[config.mk]
export PLATFORM = sky130hd
export DESIGN_NAME = instr_decoder
export DESIGN_NICKNAME = d
export VERILOG_FILES = /design/src/rtl/rv_pkg.sv /design/src/rtl/instr_decoder.sv
export SDC_FILE = /design/constraint.sdc
export NUM_CORES = 1
export LEC_CHECK = 0
export ABC_AREA = 1
export BUFFER_PORTS_ARGS = -buffer_cell sky130_fd_sc_hd__buf_4
export CAP_MARGIN = 10
export CORE_MARGIN = 1
export CORE_UTILIZATION = 32
export DETAILED_ROUTE_END_ITERATION = 10
export PLACE_DENSITY = 0.88
export SYNTH_ARGS = -nofsm -noshare
export SYNTH_HDL_FRONTEND = slang
export SYNTH_SLANG_ARGS = --single-unit
[constraint.sdc]
create_clock -name vclk -period 6.35
set_input_delay 0.635 -clock vclk [all_inputs]
set_output_delay 0.635 -clock vclk [all_outputs]
set_load 0.02 [all_outputs]
[src/rtl/rv_pkg.sv]
package rv_pkg;

    localparam int XLEN    = 64;  // data path width
    localparam int ILEN    = 32;  // instruction and pc width
    localparam int REG_AW  = 5;   // 32 registers
    localparam int IMEM_AW = 6;   // word address, pc[7:2]
    localparam int DMEM_AW = 6;   // low alu result bits
    localparam int PC_STEP = 4;   // one instruction word

    // base opcodes handled by this datapath
    typedef enum logic [6:0] {
        OP_R      = 7'b0110011,
        OP_LOAD   = 7'b0000011,
        OP_ADDI   = 7'b0010011,
        OP_STORE  = 7'b0100011,
        OP_BRANCH = 7'b1100011
    } opcode_e;

    // three clk steps per instruction
    typedef enum logic [1:0] {
        PH_FETCH  = 2'd0,
        PH_DECODE = 2'd1,
        PH_EXEC   = 2'd2
    } phase_e;

    // format class as sent by the control unit
    typedef enum logic [1:0] {
        CMD_R = 2'd0,
        CMD_I = 2'd1,
        CMD_S = 2'd2,
        CMD_B = 2'd3
    } alu_cmd_e;

    typedef enum logic [1:0] {
        ALU_ADD = 2'd0,
        ALU_SUB = 2'd1,
        ALU_AND = 2'd2,
        ALU_OR  = 2'd3
    } alu_op_e;

    // bit 0 equal, bit 1 negative, bit 2 overflow
    typedef struct packed {
        logic overflow;
        logic negative;
        logic equal;
    } alu_flags_t;

    // control unit inputs, sampled in exec
    typedef struct packed {
        logic     rf_we;     // register write
        logic     d_mem_we;  // data memory write
        logic     pc_src;    // branch instruction
        logic     rf_src;    // 1 = memory read data
        logic     alu_src;   // 1 = immediate operand
        alu_cmd_e alu_cmd;
    } ctrl_t;

    typedef struct packed {
        logic [REG_AW-1:0] ra;
        logic [REG_AW-1:0] rb;
        logic [REG_AW-1:0] rw;
        logic [2:0]        funct3;
        logic [6:0]        funct7;
        logic [XLEN-1:0]   imm;  // already sign extended
    } decoded_t;

endpackage

[src/rtl/instr_decoder.sv]
`timescale 1ns/10ps

module instr_decoder import rv_pkg::*; (
    input  logic [ILEN-1:0] instr,
    output opcode_e         opcode,
    output decoded_t        fields
);

    logic sign;  // immediate sign, always bit 31

    assign opcode = opcode_e'(instr[6:0]);
    assign sign   = instr[31];

    always_comb begin
        fields = '0;  // unused fields and unknown opcodes stay zero
        case (opcode)
            OP_R: begin
                fields.ra     = instr[19:15];
                fields.rb     = instr[24:20];
                fields.rw     = instr[11:7];
                fields.funct3 = instr[14:12];
                fields.funct7 = instr[31:25];
            end
            OP_LOAD, OP_ADDI: begin
                fields.ra     = instr[19:15];
                fields.rw     = instr[11:7];
                fields.funct3 = instr[14:12];
                fields.imm    = {{52{sign}}, instr[31:20]};  // i format
            end
            OP_STORE: begin
                fields.ra     = instr[19:15];
                fields.rb     = instr[24:20];
                fields.funct3 = instr[14:12];
                fields.imm    = {{52{sign}}, instr[31:25], instr[11:7]};
            end
            OP_BRANCH: begin
                fields.ra     = instr[19:15];
                fields.rb     = instr[24:20];
                fields.funct3 = instr[14:12];
                // b format, halfword offset with implied zero lsb
                fields.imm    = {{51{sign}}, instr[31], instr[7], instr[30:25],
                                 instr[11:8], 1'b0};
            end
            default: begin
                fields = '0;
            end
        endcase
    end

endmodule

==> metrics.cfg <==
[run_status]
run_status = finished, final reports clean

[placement]
gp_congestion = 0.711
io_buffers = 128
dp_hpwl_mm = 1.93

[clock_tree]
cts_resized = 0
cts_setup_buffers = 0
cts.hold.buffers_added = 0

[sta]
period_share_pct = 49.6
hold_viol = 0
final-max-slew-violation-count = 0
hold_slack_ps = 1480
tns_ps = 0
grt_setup_unrepaired = no
fmax_ghz = 0.318
setup_viol = 0
fin_crit_ps = 3150
tightest_slew_ps = 903
slew_headroom_pct = 39.7

[critical_path]
criticalPathCategory = primary input to output port
critPathArrivalTime_ps = 2510
cp.required_ps = 5710
cp_slowest_cell = nor2_4
critPathCaptureType = output port
path_cells = buf_4 -> inv_1 -> nand2_1 -> nor2_4 -> o21ai_2 -> nor2_4 -> buf_4
critPathTopFamily = simple AND/OR/NAND/NOR gates
cp_slowest_stage_delay_ps = 760
start_kind = primary input
critPathMaxFanout = 52
crit_buf_inv = 3

[pwr]
power_frac_comb_pct = 100.0
power.switching_w = 0.0000264
power_density_nw_per_um2 = 35.8
clockPowerShare_pct = 0
p_leak_nw = 0.969
power_frac_seq_pct = 0
p_int_w = 0.0000248
swShare_pct = 51.5
peakVddDrop_mv = 0.0349

[die]
coreArea_um2 = 2540
io_pins = 128
rows = 18
die_h_um = 54.5
start_util_pct = 34.6
die_w_um = 54.5
die_area_um2 = 2970

[grt]
grt_util_all_layers_pct = 13.5
globalRoute.totalOverflow = 0
grt_pass1_vias = 755
antenna_found_initial = 0
grt_max_degree = 53
grt_pass1_wl_mm = 3.13

[final_layout]
clkbuf_count = 0
final_common_cell = buf_4
area_growth_pct = 62.5
seq_cells = 0
drive_gt1_share_pct = 61.9
final_core_util_pct = 56.2
n_antenna_cell = 0
nNetsFinal = 257
final_cell_mix = buf_4, inv_1, nor2_1, nand3_1, nand2_1
seq_area_um2 = 0

[drt]
avgRoutedWirePerCell_um = 9.00
viasPerCell = 4.02
vias = 1017
drc = 0
finalWirelength_mm = 2.28
drtPass1Iterations = 4
postRouteAntennaNets = 0
first_iter_violations = 10

[synth]
synth_cell_types = 14
synthTopCellsByArea = buf_4, inv_1, nor2_1
synth.yosys.seq_area_share_pct = 0
synth_top_area_cell = buf_4
syn_nets = 188
syn_inst = 156
synth_area_per_cell_um2 = 5.65
yosys.area.top_type_share_pct = 51.1
yosysWarnings = 0
synth_area_um2 = 881

[job]
max_cap_viol_count = 0

[worst_hold_path]
hold_path.class = primary input to output port

==> synthesized netlist by cell type (all sizes together) <==
library cell,instances
nor2,30
nand2,10
inv,30
o21ai,3
buf,61
nand3,14
a21oi,8
==> logic make-up (layout without fill, tap and decap cells) <==
group	count (synthesis)	in the layout	synth area share (%)
AO/OA/AOI/OAI	11	11	7.95
AND/OR/NAND/NOR	54	54	27.6
buffers and inverters	91	158	64.5
==> path summary, 6_finish.rpt <==
kind                     start         end  slack, ps  cells past startpoint
worst max-delay path  instr[2]  fields[32]       3200                      7
worst min-delay path  instr[3]   opcode[3]       1480                      2
==> stage by stage <==
| stage | area, um2 | total power [W] | worst slack [ps] | cells |
|---|---|---|---|---|
| final | 1430 | 0.0000512 | 3200 | 253 |
| after global routing | 1430 | 0.0000561 | 2910 | 253 |
| after CTS | 1430 | 0.0000516 | 3170 | 253 |
| after detailed placement | 1430 | 0.0000515 | 3170 | 253 |
| after global placement | 1430 | 0.0000508 | 3240 | 253 |
| after floorplan | 881 | 0.0000290 | 2300 | 156 |
==> power by group through the flow <==
stage	registers, W	clock network, W	logic, W
after floorplan	0	0	0.0000290
after global placement	0	0	0.0000508
after detailed placement	0	0	0.0000515
after CTS	0	0	0.0000516
after global routing	0	0	0.0000561
final	0	0	0.0000512
==> routing by layer <==
layer / routed length, um / GRT usage, % / part of all wire [%]
met2: 1130 / 26.4 / 50
met5: 0 / 0 / 0
met1: 839 / 16.2 / 37
met4: 19 / 1.28 / 0.83
met3: 284 / 0.833 / 12
==> final cells by class <==
| type | count | area, um2 |
|---|---|---|
| timing repair buffer | 128 | 961 |
| multi-input combinational | 65 | 320 |
| fill | 250 | 1110 |
| inverter | 30 | 113 |
| tap | 30 | 37.5 |
Note: power is estimated with default switching activity, not from simulation.
