### config.mk
export PLATFORM = sky130hd
export DESIGN_NAME = fetch_unit
export DESIGN_NICKNAME = d
export VERILOG_FILES = /design/src/rtl/rv_pkg.sv /design/src/rtl/fetch_unit.sv
export SDC_FILE = /design/constraint.sdc
export NUM_CORES = 1
export LEC_CHECK = 0
export BUFFER_PORTS_ARGS = -buffer_cell sky130_fd_sc_hd__buf_4
export CORE_MARGIN = 2
export CORE_UTILIZATION = 41
export CTS_CLUSTER_SIZE = 10
export DETAILED_ROUTE_END_ITERATION = 6
export GPL_ROUTABILITY_DRIVEN = 0
export PLACE_DENSITY = 0.8
export SYNTH_ARGS = -nofsm -noshare
export SYNTH_HDL_FRONTEND = slang
export SYNTH_SLANG_ARGS = --single-unit
### constraint.sdc
create_clock -name clk -period 2.2 [get_ports clk]
set_clock_uncertainty 0.1 [all_clocks]
set_input_delay 0.44 -clock clk [delete_from_list [all_inputs] [get_ports clk]]
set_output_delay 0.44 -clock clk [all_outputs]
set_load 0.02 [all_outputs]
### src/rtl/rv_pkg.sv
package rv_pkg;

    localparam int XLEN    = 64;  // data path width
    localparam int ILEN    = 32;  // instruction and pc width
    localparam int REG_AW  = 5;   // 32 registers
    localparam int IMEM_AW = 6;   // word address, pc[7:2]
    localparam int DMEM_AW = 6;   // low alu result bits
    localparam int PC_STEP = 4;   // one instruction word

    // base opcodes handled by this datapath
    typedef enum logic [6:0] {
        OP_R      = 7'b0110011,
        OP_LOAD   = 7'b0000011,
        OP_ADDI   = 7'b0010011,
        OP_STORE  = 7'b0100011,
        OP_BRANCH = 7'b1100011
    } opcode_e;

    // three clk steps per instruction
    typedef enum logic [1:0] {
        PH_FETCH  = 2'd0,
        PH_DECODE = 2'd1,
        PH_EXEC   = 2'd2
    } phase_e;

    // format class as sent by the control unit
    typedef enum logic [1:0] {
        CMD_R = 2'd0,
        CMD_I = 2'd1,
        CMD_S = 2'd2,
        CMD_B = 2'd3
    } alu_cmd_e;

    typedef enum logic [1:0] {
        ALU_ADD = 2'd0,
        ALU_SUB = 2'd1,
        ALU_AND = 2'd2,
        ALU_OR  = 2'd3
    } alu_op_e;

    // bit 0 equal, bit 1 negative, bit 2 overflow
    typedef struct packed {
        logic overflow;
        logic negative;
        logic equal;
    } alu_flags_t;

    // control unit inputs, sampled in exec
    typedef struct packed {
        logic     rf_we;     // register write
        logic     d_mem_we;  // data memory write
        logic     pc_src;    // branch instruction
        logic     rf_src;    // 1 = memory read data
        logic     alu_src;   // 1 = immediate operand
        alu_cmd_e alu_cmd;
    } ctrl_t;

    typedef struct packed {
        logic [REG_AW-1:0] ra;
        logic [REG_AW-1:0] rb;
        logic [REG_AW-1:0] rw;
        logic [2:0]        funct3;
        logic [6:0]        funct7;
        logic [XLEN-1:0]   imm;  // already sign extended
    } decoded_t;

endpackage

### src/rtl/fetch_unit.sv
`timescale 1ns/10ps

module fetch_unit import rv_pkg::*; (
    input  logic               clk,
    input  logic               rst_n,
    input  logic               pc_src,        // branch in exec
    input  logic               branch_equal,  // alu equal flag
    input  logic [XLEN-1:0]    offset,        // branch immediate
    input  logic [ILEN-1:0]    i_mem_data,
    output logic [ILEN-1:0]    instr,
    output phase_e             phase,
    output logic [IMEM_AW-1:0] i_mem_addr
);

    phase_e          phase_nxt;
    logic [ILEN-1:0] pc;
    logic [ILEN-1:0] pc_nxt;
    logic            take_branch;

    // fetch -> decode -> exec -> fetch
    always_comb begin
        case (phase)
            PH_FETCH:  phase_nxt = PH_DECODE;
            PH_DECODE: phase_nxt = PH_EXEC;
            default:   phase_nxt = PH_FETCH;  // exec and the unused code
        endcase
    end

    always_ff @(posedge clk or negedge rst_n) begin
        if (!rst_n) begin
            phase <= PH_FETCH;
        end else begin
            phase <= phase_nxt;
        end
    end

    assign take_branch = pc_src & branch_equal;
    // offset only matters in its low ILEN bits, pc wraps at 32 bits
    assign pc_nxt = take_branch ? pc + offset[ILEN-1:0] : pc + ILEN'(PC_STEP);

    always_ff @(posedge clk or negedge rst_n) begin
        if (!rst_n) begin
            pc <= '0;
        end else if (phase == PH_EXEC) begin
            pc <= pc_nxt;  // one update per instruction
        end
    end

    // ir captures memory word at end of fetch
    always_ff @(posedge clk or negedge rst_n) begin
        if (!rst_n) begin
            instr <= '0;
        end else if (phase == PH_FETCH) begin
            instr <= i_mem_data;
        end
    end

    assign i_mem_addr = pc[IMEM_AW+1:2];  // word index

endmodule

==> impl_summary.md <==
Synth
After Yosys synthesis, XOR and XNOR cells account for between 1.5 and 2% of the synthesized area. The synthesized area divided by synthesized cell count is ~13 um2. The count of cell types in the netlist is 36. By count the netlist is led by dfrtp_1, mux2_2, a21oi_1, ha_1. Summing the areas of all compound-gate instances in the mapped netlist gives under 10% of the synthesized area.

The most instantiated library cell after synthesis is dfrtp_1. The share of the Yosys chip area taken by registers is a little over half. Summing every instance area after synthesis gives roughly 2000 um2. The most area-hungry cell type in the Yosys netlist is dfrtp_1.

By area, the combinational part of the netlist is dominated by multiplexers. Counting every instance in the synthesized netlist gives 155. The main flop type after synthesis is dfrtp_1. Counting every net in the synthesized netlist gives about 260. During synthesis, Yosys emitted a total of 0 warnings.

Summing the areas of all fa, ha and maj instances in the mapped netlist gives 6.02% of the synthesized area. The synthesis-stage register bit count is 42. By area the synthesized netlist is led by dfrtp_1, mux2_2, ha_1.

The fraction of post-synthesis cell area in the top cell type by area is a little over half. Of the total synthesized cell area, the portion taken by AND, OR, NAND and NOR gates is under 10%. Measured against the total synthesized area, the mux share comes to between 10% and 20%. The number of enable-type register cells in the synthesized netlist is 0. The proportion of register bits with asynchronous set or reset after synthesis is 100%.

Setup path
The worst setup path is of the register to register kind. The sort of element at the end of the critical path is a register. Data on the critical path is required at its endpoint by ~2.3 ns.

The maximum net fanout on the critical path is 2. The type of origin of the critical path is a register. The arrival time of the worst setup path is between 2 and 2.5 ns.

Timing
The minimum clock period is 1.99 ns. The highest clock rate is ~500 MHz. Setup repair after global routing left no endpoint under its margin. Setup violations remaining at the end of the flow were counted as 0. For the pin with the worst max-slew slack, the measured transition is 0.532 ns. The max-slew headroom at the worst pin is around 65%. The final period utilization is 90.6%. The number of pins exceeding their max-slew limit in the final report is 0. The setup TNS is 0 ns. The total count of hold-check failures in the final report is 0.

Die
In this run the vertical extent of the chip is 73.8 um. In this run the horizontal extent of the chip is between 70 and 80 um. The die covers between 5000 and 6000 um2. The I/O pin total is between 100 and 150. The initial utilization of the core area, before any placement, comes to a little over two fifths. Row generation in the floorplan step produced 25 rows.

After floorplanning, the core was sized to cover between 4000 and 5000 um2.

Clock network
The clock insertion delay at the later pin of the skew report is approximately 0.29 ns. The H-tree generated during clock tree synthesis spans 2 levels. After clock tree synthesis, the flow added hold-fix buffers numbering 0. The clock passes through at most 2 buffers. After clock tree synthesis, the clock-pin slew on the worst setup and hold paths is about 0.080 ns. After clock tree synthesis, the setup repair step added 0 buffers. The sink count of the clock tree is 42. Once the clock tree was built, the resizer swapped 0 gates to a different size. Counting the buffers created by CTS gives 5. The clock tree root driver cell is clkbuf_8.

The TritonCTS clock tree is built.

Layout
Of the cells placed in the final design, the portion with a size suffix greater than 1 is 55.2%. The final core utilization is roughly three fifths. For this run, the number of standard cells in the final layout without fillers is just over 300. The layout has between 400 and 500 filler cells. Relative to the synthesized area, the layout overhead comes to 37.7%. The number of antenna diodes in the final layout is 0. For this run, the post-layout net count is 347.

Status
The flow ran to the end, and the final reports show no timing, DRC or antenna violations.

Global route
The maximum number of pins on one net before global-route repair is 43. The initial antenna violation count is 0. The number of global-route vias before repair is between 1500 and 2000. Global routing finished with a remaining overflow of 0. The first global-routing pass estimated about 6500 um of wire. Global routing used ~15% of the available tracks across all layers.

Detailed routing
After detailed routing, the total wire length is a little over 4000 um. The detail route stage leaves a number of antenna-violating nets equal to 0. The number of violations reported at the end of detailed-routing iteration 0 is 70.

The overall via count from detail_route is between 1500 and 2000. The first TritonRoute pass finished after 4 iterations. The final routed wire length divided by cell count is roughly 13 um. The post-detailed-route via-to-cell ratio is about 4.9. The detailed-route DRC error count is 0.

Pwr
For this design the ratio of total power to cell area is 830 nW/um2. The peak ir drop on the vdd network is approximately 0.34 mV. Summed over all cells, the static leakage comes to 1.27 nW. The sum of internal, switching and leakage power is ~0.0023 W.

Place
The total half-perimeter wirelength after legalization and detailed placement is around 3100 um. After detailed placement, the design holds a cell count of approximately 300. Port buffering added 83 buffers.

Job
Across the run, the number of max-cap violations was 0.

Hold path
The worst hold path belongs to the class primary input to asynchronous set/reset pin.
-- report_power, final --
part | internal (W) | switching, W | leakage (nW)
clock network | 0.000224 | 0.000257 | 0.0452
logic | 0.000424 | 0.000399 | 0.739
registers | 0.000868 | 0.000108 | 0.490
total | 0.00152 | 0.000765 | 1.27
-- metal layers --
| metal | track usage (%) | wire, um |
|---|---|---|
| met1 | 17.7 | 1670 |
| met2 | 26.8 | 2060 |
| met3 | 5.08 | 292 |
| met4 | 4.24 | 25 |
| met5 | 0 | 0 |
-- sequential cells by signal (all words and copies together), names as in the netlist --
register,cells
phase,2
pc,8
instr,32
-- stage by stage --
stage	area (um2)	setup WS, ns	hold WS (ns)
final	2750	0.206	0.0307
after global routing	2750	0.0933	0.0728
after CTS	2750	0.173	0.0395
after detailed placement	2660	0.0225	0.362
after global placement	2660	0.0314	0.357
after floorplan	2000	0.229	0.0444
-- cells by family (layout without fill, tap and decap cells) --
logic type	count (synthesis)	count (layout)
compound gates	28	28
xor+xnor	4	4
fa+ha+maj	9	9
buf+inv	10	94
flops	42	42
mux	35	35
simple gates	27	27
-- worst max-delay path, cell delays in order, from the launching register on --
cell and delay [ns]:
dfrtp_1 0.38, ha_1 0.20, fa_1 0.40, a21o_1 0.21
a211oi_2 0.22, nor2_1 0.09, mux2i_1 0.20, a2bb2oi_2 0.13
-- area by class of cell --
type                            count  area [um2]  area share [%]
Clock buffer                        6        72.6            2.64
Clock inverter                      2        13.8           0.501
Multi-Input combinational cell    103         882            32.1
Sequential cell                    42        1050            38.2
Tap cell                           67        83.8            3.05
Timing Repair Buffer               86         646            23.5
-- final timing paths --
path	startpoint	end	slack, ns	cells after the start
worst max register to register	pc[0]	pc[6]	0.21	7
worst min-delay path	rst_n	pc[5]	0.03	1
worst min register to register	pc[0]	pc[0]	0.41	1
max in group asynchronous	rst_n	pc[1]	1.61	1
worst max-delay path	pc[0]	pc[6]	0.21	7
min in group clk	i_mem_data[5]	instr[5]	0.28	2
-- layout by cell type (no fill, tap or decap), types with 2 or more instances in the layout --
master,Yosys,final
o211ai_1,2,2
nor2_1,4,4
a21o_1,3,3
nand3_1,4,4
xnor2_1,3,3
dfrtp_1,42,42
nor2b_1,2,2
o21ai_0,6,6
nand2_1,6,6
ha_1,8,8
nand2b_1,2,2
a21oi_1,8,8
nor3b_1,2,2
buf_4,6,86
clkbuf_8,0,5
mux2_2,34,34
No activity file was read; power rests on OpenSTA's default activity.
