[src/rtl/rv_pkg.sv]
package rv_pkg;

    localparam int XLEN    = 64;  // data path width
    localparam int ILEN    = 32;  // instruction and pc width
    localparam int REG_AW  = 5;   // 32 registers
    localparam int IMEM_AW = 6;   // word address, pc[7:2]
    localparam int DMEM_AW = 6;   // low alu result bits
    localparam int PC_STEP = 4;   // one instruction word

    // base opcodes handled by this datapath
    typedef enum logic [6:0] {
        OP_R      = 7'b0110011,
        OP_LOAD   = 7'b0000011,
        OP_ADDI   = 7'b0010011,
        OP_STORE  = 7'b0100011,
        OP_BRANCH = 7'b1100011
    } opcode_e;

    // three clk steps per instruction
    typedef enum logic [1:0] {
        PH_FETCH  = 2'd0,
        PH_DECODE = 2'd1,
        PH_EXEC   = 2'd2
    } phase_e;

    // format class as sent by the control unit
    typedef enum logic [1:0] {
        CMD_R = 2'd0,
        CMD_I = 2'd1,
        CMD_S = 2'd2,
        CMD_B = 2'd3
    } alu_cmd_e;

    typedef enum logic [1:0] {
        ALU_ADD = 2'd0,
        ALU_SUB = 2'd1,
        ALU_AND = 2'd2,
        ALU_OR  = 2'd3
    } alu_op_e;

    // bit 0 equal, bit 1 negative, bit 2 overflow
    typedef struct packed {
        logic overflow;
        logic negative;
        logic equal;
    } alu_flags_t;

    // control unit inputs, sampled in exec
    typedef struct packed {
        logic     rf_we;     // register write
        logic     d_mem_we;  // data memory write
        logic     pc_src;    // branch instruction
        logic     rf_src;    // 1 = memory read data
        logic     alu_src;   // 1 = immediate operand
        alu_cmd_e alu_cmd;
    } ctrl_t;

    typedef struct packed {
        logic [REG_AW-1:0] ra;
        logic [REG_AW-1:0] rb;
        logic [REG_AW-1:0] rw;
        logic [2:0]        funct3;
        logic [6:0]        funct7;
        logic [XLEN-1:0]   imm;  // already sign extended
    } decoded_t;

endpackage

[src/rtl/alu.sv]
`timescale 1ns/10ps

module alu import rv_pkg::*; (
    input  logic [XLEN-1:0] a,
    input  logic [XLEN-1:0] rs2_val,
    input  logic [XLEN-1:0] imm,
    input  logic            alu_src,  // 1 = immediate
    input  alu_op_e         op,
    output logic [XLEN-1:0] result,
    output alu_flags_t      flags
);

    logic [XLEN-1:0] b;
    logic            sa;  // sign of a
    logic            sb;  // sign of operand b
    logic            sr;  // sign of result

    assign b = alu_src ? imm : rs2_val;

    always_comb begin
        case (op)
            ALU_ADD: result = a + b;
            ALU_SUB: result = a - b;
            ALU_AND: result = a & b;
            default: result = a | b;  // ALU_OR
        endcase
    end

    assign sa = a[XLEN-1];
    assign sb = b[XLEN-1];
    assign sr = result[XLEN-1];

    assign flags.equal    = (a == b);  // branch compare
    assign flags.negative = sr;

    // signed overflow, meaningful for add and sub only
    always_comb begin
        case (op)
            ALU_ADD: flags.overflow = (sa == sb) && (sr != sa);
            ALU_SUB: flags.overflow = (sa != sb) && (sr != sa);
            default: flags.overflow = 1'b0;
        endcase
    end

endmodule

[config.mk]
export PLATFORM = sky130hd
export DESIGN_NAME = alu
export DESIGN_NICKNAME = d
export VERILOG_FILES = /design/src/rtl/rv_pkg.sv /design/src/rtl/alu.sv
export SDC_FILE = /design/constraint.sdc
export NUM_CORES = 1
export LEC_CHECK = 0
export CAP_MARGIN = 20
export CELL_PAD_IN_SITES_DETAIL_PLACEMENT = 0
export CELL_PAD_IN_SITES_GLOBAL_PLACEMENT = 2
export CORE_MARGIN = 5
export CORE_UTILIZATION = 32
export DETAILED_ROUTE_END_ITERATION = 10
export DONT_BUFFER_PORTS = 1
export PLACE_DENSITY_LB_ADDON = 0.1
export SKIP_LAST_GASP = 1
export SLEW_MARGIN = 30
export SYNTH_ARGS = -nofsm -noshare
export SYNTH_HDL_FRONTEND = slang
export SYNTH_SLANG_ARGS = --single-unit
[constraint.sdc]
create_clock -name vclk -period 5.3
set_input_delay 0.795 -clock vclk [all_inputs]
set_output_delay 0.795 -clock vclk [all_outputs]
set_load 0.01 [all_outputs]
==> impl_results.md, run 1 <==
- Status: complete, no violations
- DP HPWL: 37.85 mm
- Iter 0 DRT Violations: 847
- Yosys warning total: 0
- Data required, critical path: 4.51 ns
- Routability cong.: 0.9172
- Crit path kind: input pin to primary output
- Synth-to-Final Area Change: 15.49%
- Initial DRT Pass Iterations: 5
- Register area share after synthesis: 0
- DR WL/cell: 20.39 um
- Max_cap viols: 0
- Top layer in use: met4
- Count leader, synth: a21oi_1
- Initial antenna violation count: 0
- Pwr Density: 143.9 nW/um2
- Grt ovf: 0
- Register area: 0 um2
- DP Cell Count: 2,227
- Core footprint: 33,530 um2
- Num rows: 67
- Post-route antenna net violation count: 0
- Post-Syn Area: 10,860 um2
- Final hold violations: 0
- Crit Path Max Fanout: 64
- # DRC: 0
- Final wirelength: 45.47 mm
- Area contributors post-synth: ha_1 22%, a21oi_1 10%, mux2i_1 7.6%
- Syn avg cell area: 6.347 um2
- Maximum vdd drop: 46.80 uV
- RSZ-0062 raised after global routing: yes
- Total power: 0.001805 W
- Via density: 5.534
- First-pass GRT wire length: 70.32 mm
- Syn Nets: 2,099
- Layout cells sized above 1: 0.1235
- Met1 WL: 22.13 mm
- Largest net degree at the start of global routing: 165
- Seq_cells: 0
- Die footprint: 37,720 um2
- Max Slew Vio Count: 0
- Final Critical Period: 5.196 ns
- Max transition margin: 0.4555
- Arrival @ worst endpoint: 4.40 ns
- Leakage power: 5.859 nW
- Ant. Diodes: 0
- Most common library cells after synthesis: 226 x a21oi_1, 206 x inv_1, 191 x ha_1
- Yosys cell types: 72
- Num ports: 262
- Fill count: 3,808
- GRT Resource Usage Total: 0.2240
- CP Launch Type: input pin
- Non-Filler Instances: 2,230
- PortBufs: 0
- Worst hold margin: 1.734 ns
- Tcrit/Tclk final: 0.9804
- Cell taking the most area after synthesis: ha_1
- Post-Syn Instances: 1,711
- Die H: 194.2 um
- Via count: 12,340
- Die width: 194.2 um
- Clkbuf count: 0
- Crit path capture type: primary output
- Yosys top cell area share: 0.2201
- WL met3: 1.832 mm
- Vias in the first global route: 12,160
- Final Util: 0.3740
- Fin nets: 2,172
- Slew of the pin with the lowest slew margin: 0.8093 ns
- Final setup viols: 0
- Initial Utilization: 0.3238
- Peak Freq: 192.4 MHz
- Length of routed met2 wiring: 21.08 mm
- Min-delay worst type: input pin to primary output
[layout by cell type, fill, tap and decap left out, types with 5 or more instances in the layout]
| master | Yosys | layout |
|---|---|---|
| a211oi_1 | 19 | 14 |
| a21o_1 | 25 | 25 |
| a21oi_1 | 226 | 225 |
| a311oi_1 | 6 | 5 |
| a31oi_1 | 20 | 16 |
| a41oi_1 | 6 | 6 |
| and2_1 | 6 | 6 |
| buf_4 | 1 | 158 |
| ha_1 | 191 | 190 |
| inv_1 | 206 | 206 |
| mux2i_1 | 82 | 75 |
| mux2i_2 | 0 | 5 |
| nand2_1 | 136 | 136 |
| nand2b_1 | 14 | 14 |
| nand3_1 | 30 | 30 |
| nand4_1 | 21 | 21 |
| nor2_1 | 145 | 145 |
| nor2b_1 | 11 | 11 |
| nor3_1 | 33 | 33 |
| nor4_1 | 29 | 28 |
| o211ai_1 | 22 | 22 |
| o21a_1 | 6 | 6 |
| o21ai_0 | 149 | 140 |
| o21ai_1 | 3 | 11 |
| o21bai_1 | 34 | 33 |
| o31ai_1 | 31 | 28 |
| or2_2 | 7 | 7 |
| or3_1 | 12 | 12 |
| xnor2_1 | 61 | 61 |
[layout make-up]
cell class	count	area, um2	area share
tap	448	560.5	0.04470
inverter	213	799.5	0.06375
timing repair buffer	159	1206	0.09618
multi-input combinational	1410	9975	0.7954
[worst paths after layout]
check / start / endpoint / slack, ns / depth (start not counted)
worst max-delay path: alu_src / result[62] / 0.10 / 19
worst min-delay path: op[1] / result[35] / 1.73 / 1
[power by group]
part	total, W	switching, W	internal [W]
combinational	0.00180	0.00108	0.000726
sequential	0	0	0
clock	0	0	0
[cell families after synthesis]
family	Yosys count	synth area share
and+or+nand+nor	467	0.2007
AOI/OAI and AO/OA	601	0.3371
buffers and inverters	301	0.1047
xor gates and xnor gates	63	0.05081
muxes	86	0.08284
adders and majority gates	193	0.2238
[critical path: stages]
cell      delay (ns)
mux2i_2         0.23
inv_1           0.09
buf_4           0.13
ha_1            0.21
fa_2            0.41
a21oi_4         0.18
o311ai_4        0.14
o21ai_2         0.24
a31oi_4         0.17
a211oi_4        0.35
buf_4           0.19
nor4_4          0.05
nor3_1          0.19
buf_4           0.20
o221ai_1        0.14
a22oi_1         0.25
xnor2_1         0.09
o21ai_1         0.17
buf_4           0.15
[per-stage QoR]
stage                     worst slack (ns)  area, um2  TNS (ns)
final                               0.1036      12540         0
after global routing              -0.04758      12540  -0.07508
after CTS                         -0.01372      12280  -0.01372
after detailed placement           -0.5718      12250    -4.326
after global placement             -0.6255      12250    -4.397
after floorplan                    0.09076      10870         0
[timing repair]
action	4_1_cts	5_1_grt
hold buffers	0	0
cloned	0	0
gates resized for setup	8	47
buffers inserted	0	3
pin swaps	1	18
hold endpoints to repair	0	0
setup endpoints to repair	13	21
[per-layer routing]
layer / GRT usage / up-vias
li1: - / 6189
met1: 0.3215 / 5792
met2: 0.3842 / 333
met3: 0.01529 / 26
met4: 0.01797 / 0
met5: 0 / -
(Power assumes the default switching activity.)
==> run 2: changes to the inputs <==
- CELL_PAD_IN_SITES_DETAIL_PLACEMENT: 0 -> 1
- CELL_PAD_IN_SITES_GLOBAL_PLACEMENT: 2 -> 1
- CORE_UTILIZATION: 32 -> 43
- MAX_ROUTING_LAYER: not set -> met4
==> impl_results.md, run 2 (same netlist as run 1, synthesis figures left out) <==
- Status: complete, no violations
- Crit Path Max Fanout: 64
- Most common cell after layout, fill and taps aside: a21oi_1
- Iter 0 DRT Violations: 970
- Final hold violations: 0
- Die width: 168.9 um
- Via density: 6.162
- Most common cell on crit path: buf_4
- Hold path endpoint: result[47]
- Num rows: 58
- Crit path kind: input pin to primary output
- Routability cong.: 0.9784
- Initial antenna violation count: 0
- Max Slew Vio Count: 0
- Tcrit/Tclk final: 0.9723
- PortBufs: 0
- Post-DP Area: 11,690 um2
- Final wirelength: 44.01 mm
- Buffers and inverters on the worst path: 5
- Initial Utilization: 0.4337
- CP Launch Type: input pin
- Die footprint: 28,530 um2
- Ant. Diodes: 0
- Vias in the first global route: 12,680
- Num ports: 262
- Beginning of the worst hold path: op[1]
- Most frequent cells in the layout: 224 x a21oi_1, 206 x inv_1, 188 x ha_1, 148 x o21ai_0, 145 x nor2_1
- Setup WS post-layout: 0.1467 ns
- Leakage power: 5.558 nW
- Grt ovf: 0
- Layout cells sized above 1: 0.08996
- # DRC: 0
- Synth-to-Final Area Change: 9.621%
- Fin nets: 2,113
- Max transition margin: 0.2970
- Clkbuf count: 0
- Maximum vdd drop: 63.14 uV
- Final Util: 0.4755
- Largest net degree at the start of global routing: 165
- Register area: 0 um2
- Final Instance Area: 11,900 um2
- Data required, critical path: 4.51 ns
- Worst hold margin: 1.704 ns
- Arrival @ worst endpoint: 4.36 ns
- Fill count: 3,394
- Total power: 0.001739 W
- Max_cap viols: 0
- CP cell instances: mux2i_1, ha_1, buf_4, a21oi_1, o21ai_0, a22oi_1, o311ai_1, a211oi_2, buf_4, nor4_4, nor3_1, buf_4, o21ai_0, xnor2_1, nor3_1, a221oi_1, buf_4, buf_4
- Final Critical Period: 5.153 ns
- WHS Path Cells: 1
- Crit path capture type: primary output
- Worst path top cell family by delay: compound AO/OA/AOI/OAI gates
- Seq_cells: 0
- Pre-CTS WS: -0.4147 ns
- Min-delay worst type: input pin to primary output
- Peak Freq: 194.0 MHz
- Initial DRT Pass Iterations: 5
- Post-route antenna net violation count: 0
- First-pass GRT wire length: 69.06 mm
- Die H: 168.9 um
- Pwr Density: 146.1 nW/um2
- GRT Resource Usage Total: 0.2970
- Crit-path slowest cell: a211oi_2
- Max incr delay on CP: 0.33 ns
- Slew of the pin with the lowest slew margin: 1.045 ns
- RSZ-0062 raised after global routing: yes
- Via count: 12,650
- Core footprint: 25,040 um2
- DP HPWL: 36.36 mm
- Final setup viols: 0
- DR WL/cell: 21.44 um
-- run 2: cell count changes in the layout (fill, tap and decap cells not counted), moves of 3 or more --
cell,before,now
o21ai_1,11,2
o21ai_0,140,148
mux2i_1,75,78
buf_4,158,99
-- run 2: through the flow --
stage	TNS [ns]	std cells
finish	0	2053
global route	-0.1648	2053
CTS	0	2053
detailed placement	-2.298	2052
global placement	-1.168	2052
floorplan	0	1711
-- run 2: worst max path at each step --
stage                       start    endpoint  slack, ns  cells after the start
after global placement    alu_src  result[58]      -0.32                     17
final                     alu_src  result[58]       0.15                     18
after global routing      alu_src    flags[2]      -0.06                     14
after detailed placement  alu_src  result[56]      -0.41                     16
after floorplan           alu_src  result[63]       0.09                     16
after CTS                 alu_src  result[58]       0.03                     19
-- run 2: cell type report --
class | instances | area [um2] | area share
multi-input combinational | 1410 | 9928 | 0.8340
inverter | 213 | 799.5 | 0.06716
timing repair buffer | 100 | 763.2 | 0.06412
tap | 330 | 412.9 | 0.03469
-- run 2: report_power, final --
group	switching, W	leakage [nW]	total, W	internal (W)
Combinational	0.00108	5.56	0.00174	0.000661
Sequential	0	0	0	0
Clock	0	0	0	0
Total	0.00108	5.56	0.00174	0.000661
-- run 2: per-layer routing --
metal,vias to the layer above,track usage,wire length (um)
li1,6061,-,-
met1,6101,0.4074,20480
met2,437,0.4792,19860
met3,52,0.03643,2932
met4,0,0.04446,739
met5,-,-,0
-- run 2: what timing repair did --
item	in CTS	in global routing
buffers inserted	1	0
hold buffers	0	0
gates resized for setup	8	32
pin swaps	2	5
endpoints found under the setup margin	13	23
==> run 3: changes to the inputs <==
- ABC_AREA: not set -> 1
- CORE_UTILIZATION: 43 -> 40
==> impl_results.md, run 3 <==
- Final Critical Period: 4.934 ns
- Max transition margin: 0.3082
- Most frequent cells in the layout: 609 x nand2_1, 537 x inv_1, 318 x nor2_1, 207 x o21ai_0
- Post-Syn Instances: 2,690
- Die H: 195.7 um
- Post-DP Area: 14,060 um2
- Final Instance Area: 14,060 um2
- # DRC: 0
- Via count: 18,430
- Grt ovf: 0
- PostCTS Resize Cnt: 0
- Iter 0 DRT Violations: 1,841
- Max Slew Vio Count: 0
- Total power: 0.002043 W
- Num ports: 262
- Max_cap viols: 0
- Most common library cells after synthesis: 610 x nand2_1, 537 x inv_1, 321 x nor2_1
- Cell taking the most area after synthesis: ha_1
- WHS Path Cells: 3
- Final wirelength: 78.99 mm
- Slew of the pin with the lowest slew margin: 1.027 ns
- Crit path capture type: primary output
- Vias in the first global route: 18,410
- Hold_buf cts: 0
- Register area share after synthesis: 0
- Hold path endpoint: flags[2]
- DR WL/cell: 25.65 um
- Final setup viols: 0
- Count leader, synth: nand2_1
- Post-route antenna net violation count: 0
- Data required, critical path: 4.51 ns
- Beginning of the worst hold path: a[63]
- Num rows: 68
- Initial DRT Pass Iterations: 5
- Tcrit/Tclk final: 0.9310
- Seq_cells: 0
- Status: complete, no violations
- Final hold violations: 0
- Area contributors post-synth: ha_1 17%, nand2_1 17%, inv_1 15%
- First-pass GRT wire length: 115.3 mm
- Yosys cell types: 44
- Die width: 195.7 um
- CP Launch Type: input pin
- Yosys warning total: 0
- DP HPWL: 69.01 mm
- PortBufs: 0
- Leakage power: 7.109 nW
- CP startpoint: alu_src
- Yosys top cell area share: 0.1732
- Post-CTS setup buffers: 0
- Crit path kind: input pin to primary output
- Die footprint: 38,310 um2
- Clkbuf count: 0
- Min-delay worst type: input pin to primary output
- Pwr Density: 145.3 nW/um2
- Via density: 5.983
- Initial antenna violation count: 1
- Synth-to-Final Area Change: 1.886%
- Post-Syn Area: 13,800 um2
- Routability cong.: 1.107
- Initial Utilization: 0.4024
- Fin nets: 3,015
- Ant. Diodes: 0
- Peak Freq: 202.7 MHz
- Crit Path Max Fanout: 128
- Most common cell after layout, fill and taps aside: nand2_1
- Syn Nets: 3,078
- Arrival @ worst endpoint: 4.14 ns
- Maximum vdd drop: 55.83 uV
- Largest net degree at the start of global routing: 129
- Core footprint: 34,290 um2
- Layout cells sized above 1: 0.05676
- RSZ-0062 raised after global routing: no
- Syn avg cell area: 5.129 um2
- Register area: 0 um2
- Setup TNS: 0 ns
- GRT Resource Usage Total: 0.4001
## run 3: cell count changes after synthesis, moves of 23 or more
cell      before  now
nand2_1      136  610
inv_1        206  537
nor2_1       145  321
nand3_1       30  191
mux2i_1       82    0
xnor2_1       61    0
o21ai_0      149  208
or2_2          7   56
a21oi_1      226  182
clkbuf_1      71   31
o31ai_1       31    0
nand4_1       21   51
buf_4          1   24
## run 3: cell families (layout without fill, tap and decap cells)
group                      count (synthesis)  in the layout  share of synthesized area
and+or+nand+nor                         1311           1311                     0.4089
adders and majority gates                193            193                     0.1761
AOI/OAI and AO/OA                        547            547                     0.2284
buffers and inverters                    639            574                     0.1866
## run 3: worst max-delay path by stage
stage                             to  slack [ns]  cells after the start
after CTS                 result[42]        0.49                     16
after detailed placement  result[55]        0.51                     16
final                     result[55]        0.37                     16
after floorplan             flags[2]        1.08                     24
after global placement    result[55]        0.27                     16
after global routing      result[42]        0.24                     16
## run 3: worst max-delay path, stage by stage
cell and delay (ns):
o21ai_1 0.64, ha_1 0.47, nor2_2 0.16, inv_1 0.08, nor2_1 0.11, nand2_1 0.08
nand2_2 0.15, nand2_1 0.07, nand2_1 0.10, inv_1 0.09, o21ai_1 0.63, nand3_1 0.29
nand3_1 0.15, nand2_1 0.06, nand3_1 0.07, nand4_1 0.18
## run 3: final cells by class
class	count	area, um2
fillers	5187	20230
repair buffers	23	172.7
multi-input cells	2051	11250
well taps	455	569.3
inverters	551	2068
## run 3: power breakdown
part / leakage, nW / internal [W] / switching (W) / total (W)
sequential: 0 / 0 / 0 / 0
combinational: 7.11 / 0.000533 / 0.00151 / 0.00204
clock: 0 / 0 / 0 / 0
total: 7.11 / 0.000533 / 0.00151 / 0.00204
## run 3: stage by stage
stage / hold WS (ns) / instances / worst slack, ns / utilization
floorplan: 1.756 / 2690 / 1.078 / -
global placement: 1.771 / 3080 / 0.2727 / 0.4099
detailed placement: 1.791 / 3080 / 0.5058 / 0.4099
CTS: 1.792 / 3080 / 0.4898 / 0.4099
global route: 1.828 / 3080 / 0.2407 / 0.4100
finish: 1.789 / 3080 / 0.3657 / 0.4100
## run 3: metal layers
layer / share of wire / track usage
met2: 0.43 / 0.6141
met5: 0 / -
met1: 0.44 / 0.5448
met4: 0.038 / 0.1195
met3: 0.095 / 0.06045
